<file path="config.mk">
export PLATFORM = sky130hd
export DESIGN_NAME = pix_dw_top
export DESIGN_NICKNAME = d
export VERILOG_FILES = /design/src/pix_cfg_pkg.sv /design/src/pix_stream_pkg.sv /design/src/pix_shift_gen.sv /design/src/pix_repack.sv /design/src/pix_dw_ctrl.sv /design/src/pix_dw_top.sv
export VERILOG_INCLUDE_DIRS = /design/src
export SDC_FILE = /design/constraint.sdc
export NUM_CORES = 1
export LEC_CHECK = 0
export BUFFER_PORTS_ARGS = -buffer_cell sky130_fd_sc_hd__buf_2
export CAP_MARGIN = 20
export CORE_ASPECT_RATIO = 2
export CORE_UTILIZATION = 61
export DETAILED_ROUTE_END_ITERATION = 10
export PLACE_DENSITY_LB_ADDON = 0.08
export RECOVER_POWER = 25
export SYNTH_ARGS = -nofsm -noshare
export SYNTH_HDL_FRONTEND = slang
export SYNTH_SLANG_ARGS = --single-unit
</file>
<file path="constraint.sdc">
create_clock -name aclk -period 8.2 [get_ports aclk]
set_input_delay 1.64 -clock aclk [delete_from_list [all_inputs] [get_ports aclk]]
set_output_delay 1.64 -clock aclk [all_outputs]
set_load 0.005 [all_outputs]
</file>
<file path="src/pix_cfg.svh">
`ifndef PIX_CFG_SVH
`define PIX_CFG_SVH

// ------------------------------
// Stream geometry
// ------------------------------
`define PIX_WORD_WIDTH   8
`define PIX_S_WORDS      4                                     // Words per input beat
`define PIX_ROWS         4
`define PIX_KH_MAX       3
`define PIX_KW_MAX       3
`define PIX_SH_MAX       2
`define PIX_M_WORDS      (`PIX_ROWS + `PIX_KH_MAX - 1)          // Widest output beat
`define PIX_BUF_WORDS    (`PIX_S_WORDS + `PIX_M_WORDS - 1)

// ------------------------------
// Derived field widths
// ------------------------------
`define PIX_BITS_WORDS   $clog2(`PIX_M_WORDS + 1)
`define PIX_BITS_KH2     $clog2(`PIX_KH_MAX / 2 + 1)
`define PIX_BITS_KW2     $clog2(`PIX_KW_MAX / 2 + 1)
`define PIX_BITS_SH      $clog2(`PIX_SH_MAX)
`define PIX_BITS_SHIFT   $clog2(`PIX_KH_MAX)                    // Holds KH_MAX - 1
`define PIX_BITS_FILL    $clog2(`PIX_BUF_WORDS + 1)
`define PIX_BEAT_WIDTH   (`PIX_S_WORDS * `PIX_WORD_WIDTH)
`define PIX_OUTPUT_CONV  0                                     // 1 drops lrelu support

`endif

</file>
<file path="src/pix_cfg_pkg.sv">
`include "pix_cfg.svh"

package pix_cfg_pkg;

  localparam int CFG_BITS = `PIX_BITS_WORDS + `PIX_BITS_SH + `PIX_BITS_KW2
                          + `PIX_BITS_KH2 + 3;

  typedef logic [`PIX_WORD_WIDTH-1:0] word_t;
  typedef word_t [`PIX_S_WORDS-1:0]   s_words_t;

  // ------------------------------
  // Config word, first beat of an image
  // ------------------------------
  typedef struct packed {
    logic [`PIX_BEAT_WIDTH-CFG_BITS-1:0] pad;         // Zero
    logic [`PIX_BITS_WORDS-1:0]          words;       // Output word count
    logic [`PIX_BITS_SH-1:0]             sh_1;        // Stride minus one
    logic [`PIX_BITS_KW2-1:0]            kw2;
    logic [`PIX_BITS_KH2-1:0]            kh2;         // Kernel height is 2*kh2+1
    logic                                is_lrelu;
    logic                                is_max;
    logic                                is_not_max;
  } cfg_fields_t;

  // Same bits are config in SET and pixels afterwards
  typedef union packed {
    s_words_t    pix;
    cfg_fields_t cfg;
  } beat_u;

  typedef struct packed {
    logic is_not_max;
    logic is_max;
    logic is_lrelu;
  } user_t;

endpackage

</file>
<file path="src/pix_stream_pkg.sv">
`include "pix_cfg.svh"

package pix_stream_pkg;

  typedef pix_cfg_pkg::word_t [`PIX_M_WORDS-1:0] m_words_t;

  // ------------------------------
  // Input side, from the DMA
  // ------------------------------
  typedef struct packed {
    pix_cfg_pkg::beat_u      data;
    logic [`PIX_S_WORDS-1:0] keep;                    // One bit per word
    logic                    last;
  } s_beat_t;

  // ------------------------------
  // Output side, to the engine
  // ------------------------------
  typedef struct packed {
    m_words_t                   data;
    logic [`PIX_BITS_SHIFT-1:0] shift;
    logic                       ones;                 // Ones beat marker
    logic                       last;
    pix_cfg_pkg::user_t         user;
  } m_beat_t;

endpackage

</file>
<file path="src/pix_shift_gen.sv">
`timescale 1ns/1ps
`include "pix_cfg.svh"

module pix_shift_gen (
  input  logic                       aclk,
  input  logic                       i_rst,
  input  logic                       i_clear,
  input  logic                       i_step,
  input  logic [`PIX_BITS_KH2-1:0]   i_kh2,
  input  logic [`PIX_BITS_SH-1:0]    i_sh_1,
  output logic [`PIX_BITS_SHIFT-1:0] o_shift
);

  localparam int KH2_N   = `PIX_KH_MAX / 2 + 1;
  localparam int SH_N    = `PIX_SH_MAX;
  localparam int SHIFT_W = `PIX_BITS_SHIFT;

  logic [`PIX_BITS_SH-1:0] count_sh;
  logic                    count_last;
  logic [SHIFT_W-1:0]      lut_general [KH2_N][SH_N];
  logic [SHIFT_W-1:0]      lut_last    [KH2_N][SH_N];

  // ------------------------------
  // Kernel/stride lookup
  // ------------------------------
  for (genvar g_kh2 = 0; g_kh2 < KH2_N; g_kh2++) begin : g_kh
    for (genvar g_sh = 0; g_sh < SH_N; g_sh++) begin : g_st
      localparam int K          = 2 * g_kh2 + 1;
      localparam int S          = g_sh + 1;
      localparam int SHIFT_GEN  = (K + S - 1) / S - 1;              // ceil(k/s) - 1
      localparam int SHIFT_LAST = (K / S > 0) ? K / S - 1 : 0;      // No overlap when k < s
      assign lut_general[g_kh2][g_sh] = SHIFT_W'(SHIFT_GEN);
      assign lut_last[g_kh2][g_sh]    = SHIFT_W'(SHIFT_LAST);
    end
  end

  // ------------------------------
  // Stride counter
  // ------------------------------
  assign count_last = count_sh == i_sh_1;

  always_ff @(posedge aclk) begin
    if (i_rst || i_clear) begin
      count_sh <= '0;
    end else if (i_step) begin
      count_sh <= count_last ? '0 : count_sh + 1'b1;
    end
  end

  assign o_shift = count_last ? lut_last[i_kh2][i_sh_1] : lut_general[i_kh2][i_sh_1];

endmodule

</file>
<file path="src/pix_repack.sv">
`timescale 1ns/1ps
`include "pix_cfg.svh"

module pix_repack (
  input  logic                       aclk,
  input  logic                       i_rst,
  input  logic [`PIX_BITS_WORDS-1:0] i_words,
  input  logic                       i_valid,
  input  pix_cfg_pkg::s_words_t      i_data,
  input  logic [`PIX_S_WORDS-1:0]    i_keep,
  input  logic                       i_last,
  input  logic                       i_ready,
  output logic                       o_ready,
  output logic                       o_valid,
  output pix_stream_pkg::m_words_t   o_data,
  output logic                       o_last
);

  localparam int BUF_N  = `PIX_BUF_WORDS;
  localparam int S_N    = `PIX_S_WORDS;
  localparam int M_N    = `PIX_M_WORDS;
  localparam int FILL_W = `PIX_BITS_FILL;

  pix_cfg_pkg::word_t mem_q [BUF_N];
  pix_cfg_pkg::word_t mem_d [BUF_N];
  pix_cfg_pkg::word_t kept  [S_N];

  logic [FILL_W-1:0] fill, fill_d, kept_cnt, out_n, words;
  logic              last_seen, in_fire, out_fire;

  // ------------------------------
  // Handshake
  // ------------------------------
  assign words    = FILL_W'(i_words);
  assign o_ready  = ~last_seen & (fill <= FILL_W'(BUF_N - S_N));   // Room for a full beat
  assign o_valid  = last_seen | ((fill >= words) & (words != '0));
  assign o_last   = last_seen & (fill <= words);                   // Drains the buffer
  assign in_fire  = i_valid & o_ready;
  assign out_fire = o_valid & i_ready;
  assign out_n    = out_fire ? ((fill < words) ? fill : words) : '0;

  // Squeeze out the words whose keep bit is low
  always_comb begin
    int n;
    n = 0;
    for (int i = 0; i < S_N; i++) begin
      kept[i] = '0;
    end
    for (int i = 0; i < S_N; i++) begin
      if (i_keep[i]) begin
        kept[n] = i_data[i];
        n++;
      end
    end
    kept_cnt = FILL_W'(n);
  end

  // ------------------------------
  // Buffer update
  // ------------------------------
  always_comb begin
    int base;
    int drop;
    base   = int'(fill - out_n);
    drop   = int'(out_n);
    fill_d = fill - out_n + (in_fire ? kept_cnt : FILL_W'(0));
    for (int j = 0; j < BUF_N; j++) begin
      if (j + drop < BUF_N) begin
        mem_d[j] = mem_q[j + drop];                          // Shift out the sent words
      end else begin
        mem_d[j] = '0;
      end
      if (in_fire && (j >= base) && (j < base + int'(kept_cnt))) begin
        mem_d[j] = kept[j - base];                           // Append behind the remainder
      end
    end
  end

  always_ff @(posedge aclk) begin
    mem_q <= mem_d;
  end

  always_ff @(posedge aclk) begin
    if (i_rst) begin
      fill      <= '0;
      last_seen <= 1'b0;
    end else begin
      fill <= fill_d;
      if (out_fire && o_last) begin
        last_seen <= 1'b0;
      end else if (in_fire && i_last) begin
        last_seen <= 1'b1;
      end
    end
  end

  // ------------------------------
  // Output words
  // ------------------------------
  // An image whose last beat keeps nothing and leaves the buffer empty still
  // gets one all-zero beat carrying last
  always_comb begin
    for (int j = 0; j < M_N; j++) begin
      if ((FILL_W'(j) < words) && (FILL_W'(j) < fill)) begin
        o_data[j] = mem_q[j];
      end else begin
        o_data[j] = '0;                                      // Pad and unused words
      end
    end
  end

endmodule

</file>
<file path="src/pix_dw_ctrl.sv">
`timescale 1ns/1ps
`include "pix_cfg.svh"

module pix_dw_ctrl (
  input  logic                       aclk,
  input  logic                       i_rst,
  input  logic                       i_s_valid,
  input  pix_stream_pkg::s_beat_t    i_s_beat,
  input  logic                       i_m_ready,
  input  logic                       i_pk_s_ready,
  input  logic                       i_pk_m_valid,
  input  logic                       i_pk_m_last,
  input  pix_stream_pkg::m_words_t   i_pk_data,
  input  logic [`PIX_BITS_SHIFT-1:0] i_shift,
  output logic                       o_s_ready,
  output logic                       o_m_valid,
  output pix_stream_pkg::m_beat_t    o_m_beat,
  output logic                       o_in_en,
  output logic                       o_out_en,
  output logic                       o_out_beat,
  output logic                       o_clear,
  output pix_cfg_pkg::cfg_fields_t   o_cfg
);

  typedef enum logic [1:0] {S_SET, S_ONES, S_PASS, S_BLOCK} state_t;

  state_t state, state_next;
  logic   s_beat, s_last_beat, pk_last_beat, in_done, in_open;

  assign s_beat       = i_s_valid & o_s_ready;
  assign s_last_beat  = s_beat & i_s_beat.last & (state != S_SET);
  assign pk_last_beat = o_out_beat & i_pk_m_last;
  assign in_open      = ((state == S_ONES) | (state == S_PASS)) & ~in_done;
  assign o_in_en      = i_s_valid & in_open;                  // Packer input valid
  assign o_out_en     = i_m_ready & ((state == S_PASS) | (state == S_BLOCK));
  assign o_out_beat   = o_out_en & i_pk_m_valid;              // Pass beat taken
  assign o_clear      = state == S_SET;

  // ------------------------------
  // State machine
  // ------------------------------
  always_comb begin
    state_next = state;
    case (state)
      S_SET:   if (s_beat) state_next = S_ONES;
      S_ONES:  if (i_m_ready) state_next = (in_done | s_last_beat) ? S_BLOCK : S_PASS;
      S_PASS:  if (s_last_beat) state_next = pk_last_beat ? S_SET : S_BLOCK;
      S_BLOCK: if (pk_last_beat) state_next = S_SET;
      default: state_next = S_SET;
    endcase
  end

  always_comb begin
    o_s_ready = 1'b0;
    o_m_valid = 1'b0;
    case (state)
      S_SET:   o_s_ready = 1'b1;
      S_ONES: begin
        o_s_ready = i_pk_s_ready & in_open;
        o_m_valid = 1'b1;
      end
      default: begin
        o_s_ready = i_pk_s_ready & in_open;                  // Zero in BLOCK
        o_m_valid = i_pk_m_valid;
      end
    endcase
  end

  always_ff @(posedge aclk) begin
    if (i_rst) begin
      state   <= S_SET;
      in_done <= 1'b0;
      o_cfg   <= '0;
    end else begin
      state <= state_next;
      if (state == S_SET) in_done <= 1'b0;
      else if (s_last_beat) in_done <= 1'b1;                 // Image may end during ONES
      if ((state == S_SET) && s_beat) o_cfg <= i_s_beat.data.cfg;
    end
  end

  // ------------------------------
  // Output beat
  // ------------------------------
  always_comb begin
    o_m_beat.data            = i_pk_data;
    o_m_beat.shift           = i_shift;
    o_m_beat.ones            = 1'b0;
    o_m_beat.last            = i_pk_m_last;
    o_m_beat.user.is_not_max = o_cfg.is_not_max;
    o_m_beat.user.is_max     = o_cfg.is_max;
    o_m_beat.user.is_lrelu   = o_cfg.is_lrelu & (`PIX_OUTPUT_CONV == 0);
    if (state == S_ONES) begin
      o_m_beat.data    = '0;
      o_m_beat.data[0] = pix_cfg_pkg::word_t'(1);
      o_m_beat.shift   = '0;
      o_m_beat.ones    = 1'b1;
      o_m_beat.last    = 1'b0;
    end
  end

endmodule

</file>
<file path="src/pix_dw_top.sv">
`timescale 1ns/1ps
`include "pix_cfg.svh"

module pix_dw_top (
  input  logic                    aclk,
  input  logic                    i_rst,
  input  logic                    i_s_valid,
  input  pix_stream_pkg::s_beat_t i_s_beat,
  output logic                    o_s_ready,
  output logic                    o_m_valid,
  output pix_stream_pkg::m_beat_t o_m_beat,
  input  logic                    i_m_ready
);

  logic                       in_en, out_en, out_beat, clear;
  logic                       pk_s_ready, pk_m_valid, pk_m_last;
  logic [`PIX_BITS_SHIFT-1:0] shift;
  pix_stream_pkg::m_words_t   pk_data;
  pix_cfg_pkg::cfg_fields_t   cfg;

  pix_dw_ctrl u_pix_dw_ctrl (
    .aclk         (aclk),
    .i_rst        (i_rst),
    .i_s_valid    (i_s_valid),
    .i_s_beat     (i_s_beat),
    .i_m_ready    (i_m_ready),
    .i_pk_s_ready (pk_s_ready),
    .i_pk_m_valid (pk_m_valid),
    .i_pk_m_last  (pk_m_last),
    .i_pk_data    (pk_data),
    .i_shift      (shift),
    .o_s_ready    (o_s_ready),
    .o_m_valid    (o_m_valid),
    .o_m_beat     (o_m_beat),
    .o_in_en      (in_en),
    .o_out_en     (out_en),
    .o_out_beat   (out_beat),
    .o_clear      (clear),
    .o_cfg        (cfg)
  );

  pix_repack u_pix_repack (
    .aclk    (aclk),
    .i_rst   (i_rst),
    .i_words (cfg.words),
    .i_valid (in_en),                                        // Already gated by phase
    .i_data  (i_s_beat.data.pix),
    .i_keep  (i_s_beat.keep),
    .i_last  (i_s_beat.last),
    .i_ready (out_en),
    .o_ready (pk_s_ready),
    .o_valid (pk_m_valid),
    .o_data  (pk_data),
    .o_last  (pk_m_last)
  );

  pix_shift_gen u_pix_shift_gen (
    .aclk    (aclk),
    .i_rst   (i_rst),
    .i_clear (clear),
    .i_step  (out_beat),
    .i_kh2   (cfg.kh2),
    .i_sh_1  (cfg.sh_1),
    .o_shift (shift)
  );

endmodule

</file>
=== Word-level counts from Yosys, hierarchy flattened ===
Index checks and enable logic that the tools add are counted.

* Output and inout port bits: 57
* Input bits: 41
* Logic and storage cells: 323
* Register bits after elaboration: 89

* Bitwise logic cells: 42
* Mux-type cells: 122
* Add/subtract/negate cells: 25
* Equal/unequal tests: 8
* $lt $le $gt $ge: 69
* Reductions and logical operators: 37

{| class="wikitable"
|+ Operators by type and width
! operator !! count
|-
| $not 32->32 || 19
|-
| $mux 8 || 64
|-
| $ge 32x3->1 const B || 12
|-
| $bmux 8 s4 || 9
|-
| $ge 32x5->1 const B || 9
|-
| $lt 32x5->1 const B || 8
|-
| $mux 32 || 5
|-
| $bmux 8 s2 || 9
|-
| $ge 4x32->1 const A || 4
|-
| $lt 4x32->1 const A || 4
|-
| $sub 4x32->32 const A || 4
|-
| $bwmux 32 || 3
|-
| $lt 32x1->1 const B || 3
|-
| $ge 3x32->1 const A || 2
|-
| $lt 3x32->1 const A || 2
|-
| $sub 3x32->32 const A || 2
|-
| $mux 52 || 1
|-
| $demux 8 s2 || 3
|-
| $mux 4 || 10
|-
| $add 32x2->32 const B || 1
|-
| $add 32x5->32 || 1
|-
| $ge 1x32->1 const A || 1
|-
| $ge 2x32->1 const A || 1
|-
| $ge 5x32->1 const A || 1
|-
| other kinds (50) || 125
|}

=== Longest topological paths before layout ===
Gate-level depths: netlist of the first run.

* Depth after elaboration: 16
* Gate-level depth with buffers: 26
* Gate-level depth less buffers: 23

=== Hierarchy ===
From an unflattened synthesis of the first run, not the netlist that was laid out.

* Cell total of the unflattened synthesis: 1,237
* Area, all modules: 10,431.3 um2

{| class="wikitable"
|+ By module, submodules not included
! module !! cells each !! seq. area each (um2) !! instances !! area each (um2)
|-
| pix_repack || 995 || 1,541.5 || 1 || 8,619.5
|-
| pix_dw_ctrl || 234 || 700.7 || 1 || 1,741.7
|-
| pix_shift_gen || 8 || 20.0 || 1 || 70.1
|}

=== Worst setup path after synthesis of the first run ===
Ideal clock, no wire load.

* Kind: input -> register
* Start: input i_m_ready
* End: register u_pix_repack.mem_q[55] (netlist bit)
* Data required time: 8.140 ns
* Buffers on the path: 5
* Data arrival time: 7.303 ns
* Library setup time: 0.060 ns
* Stages on the path: 23
* Setup slack: 0.837 ns
* Cells stage by stage: o21ai_0 > a221oi_2 > buf_6 > buf_6 > buf_2 > ha_1 > inv_1 > fa_1 > clkinv_1 > buf_1 > fa_1 > nand2b_1 > a21oi_1 > o21ai_0 > ha_1 > or4_1 > nor4_2 > o221ai_2 > a211o_1 > and2_1 > buf_4 > nor4_4 > a221o_1

{| class="wikitable"
|+ RTL lines
! item !! RTL line !! RTL
|-
| start, declared || pix_dw_top.sv:12 || <nowiki>input logic i_m_ready</nowiki>
|-
| end signal, assigned || pix_repack.sv:80 || <nowiki>mem_q <= mem_d;</nowiki>
|-
| end, declared || pix_repack.sv:24 || <nowiki>pix_cfg_pkg::word_t mem_q [BUF_N];</nowiki>
|}

==> results_dict.tcl, run 1 <==
set metrics [dict create \
    run_status "finished clean" \
    start_util_pct 62.16 \
    synth_area_leaders "dfxtp_1, mux2i_1, mux4_2, ha_1, nand3_1" \
    antenna_left 0 \
    synthArstFlopShare_pct 0 \
    max_freq_ghz 0.1342 \
    grt_overflow 0 \
    synth_top_cell_area_share_pct 18.74 \
    grt_pass1_vias 9790 \
    grt_max_degree 40 \
    setup_viol 0 \
    holdCritPathClass "register to register" \
    cap_viol_max_count 0 \
    cts_max_level 3 \
    postCtsSetupBuffers 0 \
    slew_viol_final 0 \
    power_frac_clock_pct 15.9 \
    crit_end "u_pix_repack.mem_q[14]" \
    p_comb_share_pct 55.3 \
    synth_area_per_cell_um2 8.595 \
    ys.flop_type "dfxtp_1" \
    worstSetupEndpointType "register" \
    peakVddDrop_mv 0.1863 \
    r2r_cells 24 \
    criticalPathCategory "register to register" \
    met3_usage_pct 9.378 \
    post_cts_resized 0 \
    cp_max_fo 17 \
    antenna_found_initial 1 \
    num_io_pins 98 \
    relSlewSlack_pct 25.08 \
    area_delta_synth_final_pct 9.660 \
    yosysTopAreaCell "dfxtp_1" \
    wire_per_inst_um 26.00 \
    portBuffers 97 \
    cts-root-buf "clkbuf_16" \
    rsz0062_at_grt "false" \
    vias 9812 \
    core_um2 15290 \
    worstSetupStartpointType "register" \
    synth_edf_count 0 \
    wl_um 35780 \
    clk_path_buf_depth 2 \
    p_sw_share_pct 48.33 \
    firstDrtPassIters 6 \
    grt_use_total_pct 45.23 \
    p_switching_mw 1.344 \
    period_minus_slack_ns 7.452 \
    gp_congestion 1.060 \
    path_clk_slew_ns 0.07 \
    crit_start "u_pix_dw_ctrl.o_cfg[8]" \
    r2r_slack_ns 0.75 \
    ys_types 85 \
    cts_tree "yes" \
    busiest_layer "met2" \
    met1_usage_pct 43.69 \
    clk_latency_ns 0.37 \
    fin_skew_ns 0.01203 \
    worstMarginPinSlew_ns 1.124 \
    num_rows 64 \
    netlist_area_um2 9507 \
    final_nets 1273 \
    worstPathArrival_ns 7.75 \
    hpwl_um 27130 \
    fp.dieW_um 90.28 \
    finalCritPeriodShare_pct 90.88 \
    cts.sinks 89 \
    grt_use_met2_pct 79.42 \
    drc 0 \
    antenna_cells 0 \
    cts_hold_buf 0 \
    hold_viol_final 0 \
    p_seq_share_pct 28.8 \
    power_leakage_nw 4.377 \
    drt-initial-drc-count 886 \
    final_cell_mix "mux2i_1, nand3_1, nand2_1, buf_2, dfxtp_1" \
    place_worst_setup_slack_ns 0.7728 \
    fin_hold_ws_ns 0.4535 \
    drive_gt1_share_pct 19.69 \
    r2r_end "u_pix_repack.mem_q[14]" \
    final_common_cell "mux2i_1" \
    die_area_um2 16120 \
    finalSetupTns_ns 0 \
    syn_inst 1106 \
    cp.required_ns 8.50 \
    synth-seq-cells 89 \
    r2r_start "u_pix_dw_ctrl.o_cfg[8]" \
    ys_seq_area_share_pct 18.74 \
    cts_buffers 9 \
    vias_per_cell 7.131 \
    cellPowerDensity_nw_per_um2 266.7 \
    grt_pass1_wl_um 54850 \
    setup_ws_ns 0.7479 \
    p_int_mw 1.436 \
    die_h_um 178.6 \
    yosysWarningCount 0 \
]
-- cell usage after synthesis, drive strengths merged, types with 8 or more instances --
master / n
and3: 11
mux2i: 106
inv: 37
clkbuf: 33
a32oi: 8
nand3: 102
a31oi: 14
o221ai: 10
xnor2: 10
buf: 43
nand3b: 8
mux2: 22
nor2: 41
o21a: 9
a22o: 19
mux4: 40
nand2b: 10
a21oi: 58
a221o: 22
o21ai: 31
a211o: 10
nor3: 22
and2: 57
a211oi: 8
dfxtp: 89
nand2: 103
o2bb2ai: 16
ha: 54
o22ai: 11
-- per-layer routing --
layer	vias to the layer above	share of wire, %
li1	4325	-
met3	209	8.4
met2	635	49
met5	-	0
met4	0	11
met1	4643	32
-- critical path, stage by stage (launching register included) --
cell,delay [ns]
dfxtp_1,0.47
inv_1,0.15
ha_1,0.38
a211oi_1,0.77
nand3_1,0.26
a221oi_4,0.30
ha_1,0.26
inv_1,0.09
fa_1,0.48
buf_4,0.22
clkinv_1,0.08
buf_4,0.22
fa_1,0.50
nand2b_1,0.19
a21oi_1,0.22
o21ai_0,0.11
ha_1,0.22
or4_1,0.49
nor4_2,0.31
o221ai_2,0.26
o211ai_1,0.17
buf_4,0.27
nand3b_1,0.48
a21oi_1,0.30
a211o_1,0.16
-- layout make-up --
cell class | instances | area (um2)
sequential | 89 | 1782
timing repair buffer | 126 | 685.7
inverter | 39 | 146.4
clock buffer | 10 | 229.0
fill | 1419 | 4870
multi-input combinational | 908 | 7268
clock inverter | 6 | 66.31
tap | 198 | 247.7
-- cells by family after synthesis --
group                    after synthesis  share of synthesized area [%]
adder cells (fa/ha/maj)               59                          8.160
other                                  2                        0.07900
AO/OA/AOI/OAI                        270                          21.43
flip-flops                            89                          18.74
multiplexers                         168                          23.24
AND/OR/NAND/NOR                      389                          21.53
XOR/XNOR                              14                          1.448
buffers and inverters                115                          5.370
-- power groups by stage --
stage | clock network [mW] | logic (mW) | registers [mW]
5_1_grt | 0.455 | 1.65 | 0.803
2_1_floorplan | 0 | 1.13 | 0.664
4_1_cts | 0.434 | 1.51 | 0.780
3_5_place_dp | 0 | 1.50 | 0.786
3_3_place_gp | 0 | 1.48 | 0.783
6_report | 0.442 | 1.54 | 0.800
-- through the flow --
step / instance area, um2 / utilization (%) / total power [mW] / std cells
5_1_grt: 10430 / 68.16 / 2.907 / 1376
2_1_floorplan: 9529 / - / 1.794 / 1112
4_1_cts: 10460 / 68.37 / 2.721 / 1375
3_3_place_gp: 10160 / 66.43 / 2.263 / 1359
6_report: 10430 / 68.16 / 2.780 / 1376
3_5_place_dp: 10160 / 66.43 / 2.282 / 1359
-- worst min-delay path by stage --
stage	from	end	cells after the start
floorplan	u_pix_dw_ctrl.o_cfg[0]	u_pix_dw_ctrl.o_cfg[0]	2
global placement	u_pix_dw_ctrl.o_cfg[2]	u_pix_dw_ctrl.o_cfg[2]	2
detailed placement	u_pix_dw_ctrl.o_cfg[2]	u_pix_dw_ctrl.o_cfg[2]	2
CTS	u_pix_dw_ctrl.o_cfg[2]	u_pix_dw_ctrl.o_cfg[2]	2
global route	u_pix_dw_ctrl.o_cfg[1]	u_pix_dw_ctrl.o_cfg[1]	2
finish	u_pix_dw_ctrl.o_cfg[2]	u_pix_dw_ctrl.o_cfg[2]	2
-- registers in the layout (all words and copies together) (netlist names) --
| register | count |
|---|---|
| u_pix_dw_ctrl.in_done | 1 |
| u_pix_dw_ctrl.o_cfg | 8 |
| u_pix_shift_gen.count_sh | 1 |
| u_pix_repack.mem_q | 72 |
| u_pix_repack.fill | 4 |
| u_pix_dw_ctrl.state | 2 |
| u_pix_repack.last_seen | 1 |
Power figures use the tool's default switching activity.
==> run 2: changes to the inputs <==
--- a/config.mk
+++ b/config.mk
@@ -8,8 +8,10 @@
 export LEC_CHECK = 0
 export BUFFER_PORTS_ARGS = -buffer_cell sky130_fd_sc_hd__buf_2
 export CAP_MARGIN = 20
+export CELL_PAD_IN_SITES_DETAIL_PLACEMENT = 1
+export CELL_PAD_IN_SITES_GLOBAL_PLACEMENT = 1
 export CORE_ASPECT_RATIO = 2
-export CORE_UTILIZATION = 61
+export CORE_UTILIZATION = 42
 export DETAILED_ROUTE_END_ITERATION = 10
 export PLACE_DENSITY_LB_ADDON = 0.08
 export RECOVER_POWER = 25
==> constraint.sdc (replaced) <==
create_clock -name aclk -period 6.2 [get_ports aclk]
set_input_delay 1.24 -clock aclk [delete_from_list [all_inputs] [get_ports aclk]]
set_output_delay 1.24 -clock aclk [all_outputs]
set_load 0.005 [all_outputs]
==> run 2 against run 1 <==
Net effect:
- design area up 5.3%
- cell count up 8.5%
- combinational power up 46%
- register-to-register slack worse by 0.48 ns
- clock-buffer cell count unchanged
- power up 40%
- clock skew down 0.0032 ns
- die area up 44%
- fmax up 26%
- non-clock buffer count up 38
- sequential share of layout area down 0.86 points
- critical path depth down 2
- largest power group unchanged
==> results_dict.tcl, run 2 (synthesis results as in run 1) <==
set metrics [dict create \
    power_frac_clock_pct 15.7 \
    cp_max_fo 8 \
    drt-initial-drc-count 538 \
    wl_um 41500 \
    fin_util_pct 49.54 \
    run_status "finished clean" \
    antenna_left 0 \
    cellPowerDensity_nw_per_um2 354.4 \
    multi_input_comb_area_um2 7401 \
    largest_register_ffs 72 \
    criticalPathCategory "register to register" \
    start_util_pct 42.90 \
    fp.dieW_um 108.4 \
    path_clk_slew_ns 0.08 \
    grt_pass1_vias 10420 \
    grt_use_total_pct 36.53 \
    cts_buffers 9 \
    hpwl_um 32530 \
    gp_congestion 0.9603 \
    cts_tree "yes" \
    fillers 2676 \
    p_seq_share_pct 26.5 \
    portBuffers 97 \
    top_regs "u_pix_repack.mem_q: 72 flops, u_pix_dw_ctrl.o_cfg: 8 flops, u_pix_repack.fill: 4 flops" \
    fin_skew_ns 0.008823 \
    dp.cells 1474 \
    p_int_mw 2.007 \
    num_io_pins 98 \
    area_delta_synth_final_pct 15.46 \
    power_leakage_nw 4.613 \
    seqCellArea_um2 1782 \
    top_register "u_pix_repack.mem_q" \
    grt_overflow 0 \
    instances_no_fill 1493 \
    drive_gt1_share_pct 23.60 \
    drc 0 \
    vias 9889 \
    total_power_mw 3.890 \
    final_nets 1311 \
    clk_path_buf_depth 2 \
    clk_latency_ns 0.38 \
    worstMarginPinSlew_ns 1.093 \
    cap_viol_max_count 0 \
    firstDrtPassIters 5 \
    period_minus_slack_ns 5.933 \
    relSlewSlack_pct 26.88 \
    slew_viol_final 0 \
    p_sw_share_pct 48.41 \
    wire_per_inst_um 27.79 \
    setup_viol 0 \
    die_h_um 214.8 \
    post_cts_resized 0 \
    cts.sinks 89 \
    worstPathArrival_ns 6.20 \
    worstSetupEndpointType "register" \
    cts_max_level 3 \
    antenna_found_initial 0 \
    p_comb_share_pct 57.8 \
    grt_max_degree 40 \
    final_common_cell "mux2i_1" \
    fin_hold_ws_ns 0.4612 \
    hold_viol_final 0 \
    p_switching_mw 1.883 \
    finalCritPeriodShare_pct 95.69 \
    die_area_um2 23280 \
    cts-root-buf "clkbuf_16" \
    rsz0062_at_grt "false" \
    num_rows 77 \
    max_freq_ghz 0.1686 \
    core_um2 22160 \
    cp.required_ns 6.47 \
    vias_per_cell 6.624 \
    grt_pass1_wl_um 62170 \
    final_cell_mix "mux2i_1, nand2_1, nand3_1, buf_2, dfxtp_1" \
    holdCritPathClass "register to register" \
    peakVddDrop_mv 0.2121 \
    worstSetupStartpointType "register" \
]
[run 2: cell count changes in the layout (fill, tap and decap cells not counted), sizes merged]
cell / before / now
inv: 38 / 41
buf: 116 / 154
clkinv: 6 / 3
diode: 0 / 1
[run 2: layout make-up]
type,count,area share [%]
clock inverter,6,0.6383
inverter,39,1.379
timing repair buffer,164,8.982
multi-input combinational,908,67.42
sequential,89,16.23
antenna,1,0.02280
tap,276,3.146
clock buffer,10,2.177
[run 2: worst paths after layout]
kind | to | from | cells past startpoint | slack, ns
worst max-delay path | u_pix_repack.mem_q[51] | u_pix_dw_ctrl.o_cfg[7] | 22 | 0.27
worst min-delay path | u_pix_dw_ctrl.o_cfg[2] | u_pix_dw_ctrl.o_cfg[2] | 2 | 0.46
worst max register to register | u_pix_repack.mem_q[51] | u_pix_dw_ctrl.o_cfg[7] | 22 | 0.27
worst min register to register | u_pix_dw_ctrl.o_cfg[2] | u_pix_dw_ctrl.o_cfg[2] | 2 | 0.46
[run 2: what timing repair did]
item | CTS | global route
endpoints found under the setup margin | 0 | 8
buffers inserted | 0 | 1
hold buffers | 0 | 0
[run 2: per-stage QoR]
| stage | setup TNS (ns) | area [um2] | worst slack, ns |
|---|---|---|---|
| finish | 0 | 10980 | 0.2672 |
| global route | 0 | 10970 | 0.01884 |
| CTS | 0 | 10990 | 0.1184 |
| detailed placement | 0 | 10680 | 0.01749 |
| global placement | 0 | 10680 | 0.1576 |
| floorplan | -0.03706 | 9697 | -0.01680 |
[run 2: metal layers]
layer  vias up  track usage, %  wire length, um  share of wire (%)
met5         -               0                0                  0
met4         0           27.43             3383                8.2
met3       173           5.763             2185                5.3
met2       428           67.24            22370                 54
met1      4886           35.28            13560                 33
li1       4402               -                -                  -
[run 2: power by group through the flow]
| stage | sequential (mW) | clock, mW | combinational [mW] |
|---|---|---|---|
| floorplan | 0.879 | 0 | 1.56 |
| global placement | 1.02 | 0 | 2.18 |
| detailed placement | 1.03 | 0 | 2.21 |
| CTS | 1.01 | 0.617 | 2.23 |
| global route | 1.04 | 0.636 | 2.40 |
| finish | 1.03 | 0.610 | 2.25 |
[run 2: critical path, cell delays in order, from the launching register on]
cell	delay, ns
dfxtp_1	0.33
inv_1	0.09
ha_1	0.35
nand4b_1	0.21
a31o_2	0.31
a221oi_4	0.35
ha_4	0.20
inv_2	0.05
fa_2	0.43
xnor2_4	0.15
inv_1	0.13
ha_4	0.34
nand3_2	0.13
a21oi_4	0.27
o21ai_0	0.13
ha_1	0.21
or4_4	0.54
nor4_4	0.23
o221ai_4	0.23
a211o_1	0.37
and2_1	0.22
buf_4	0.18
a221o_1	0.35
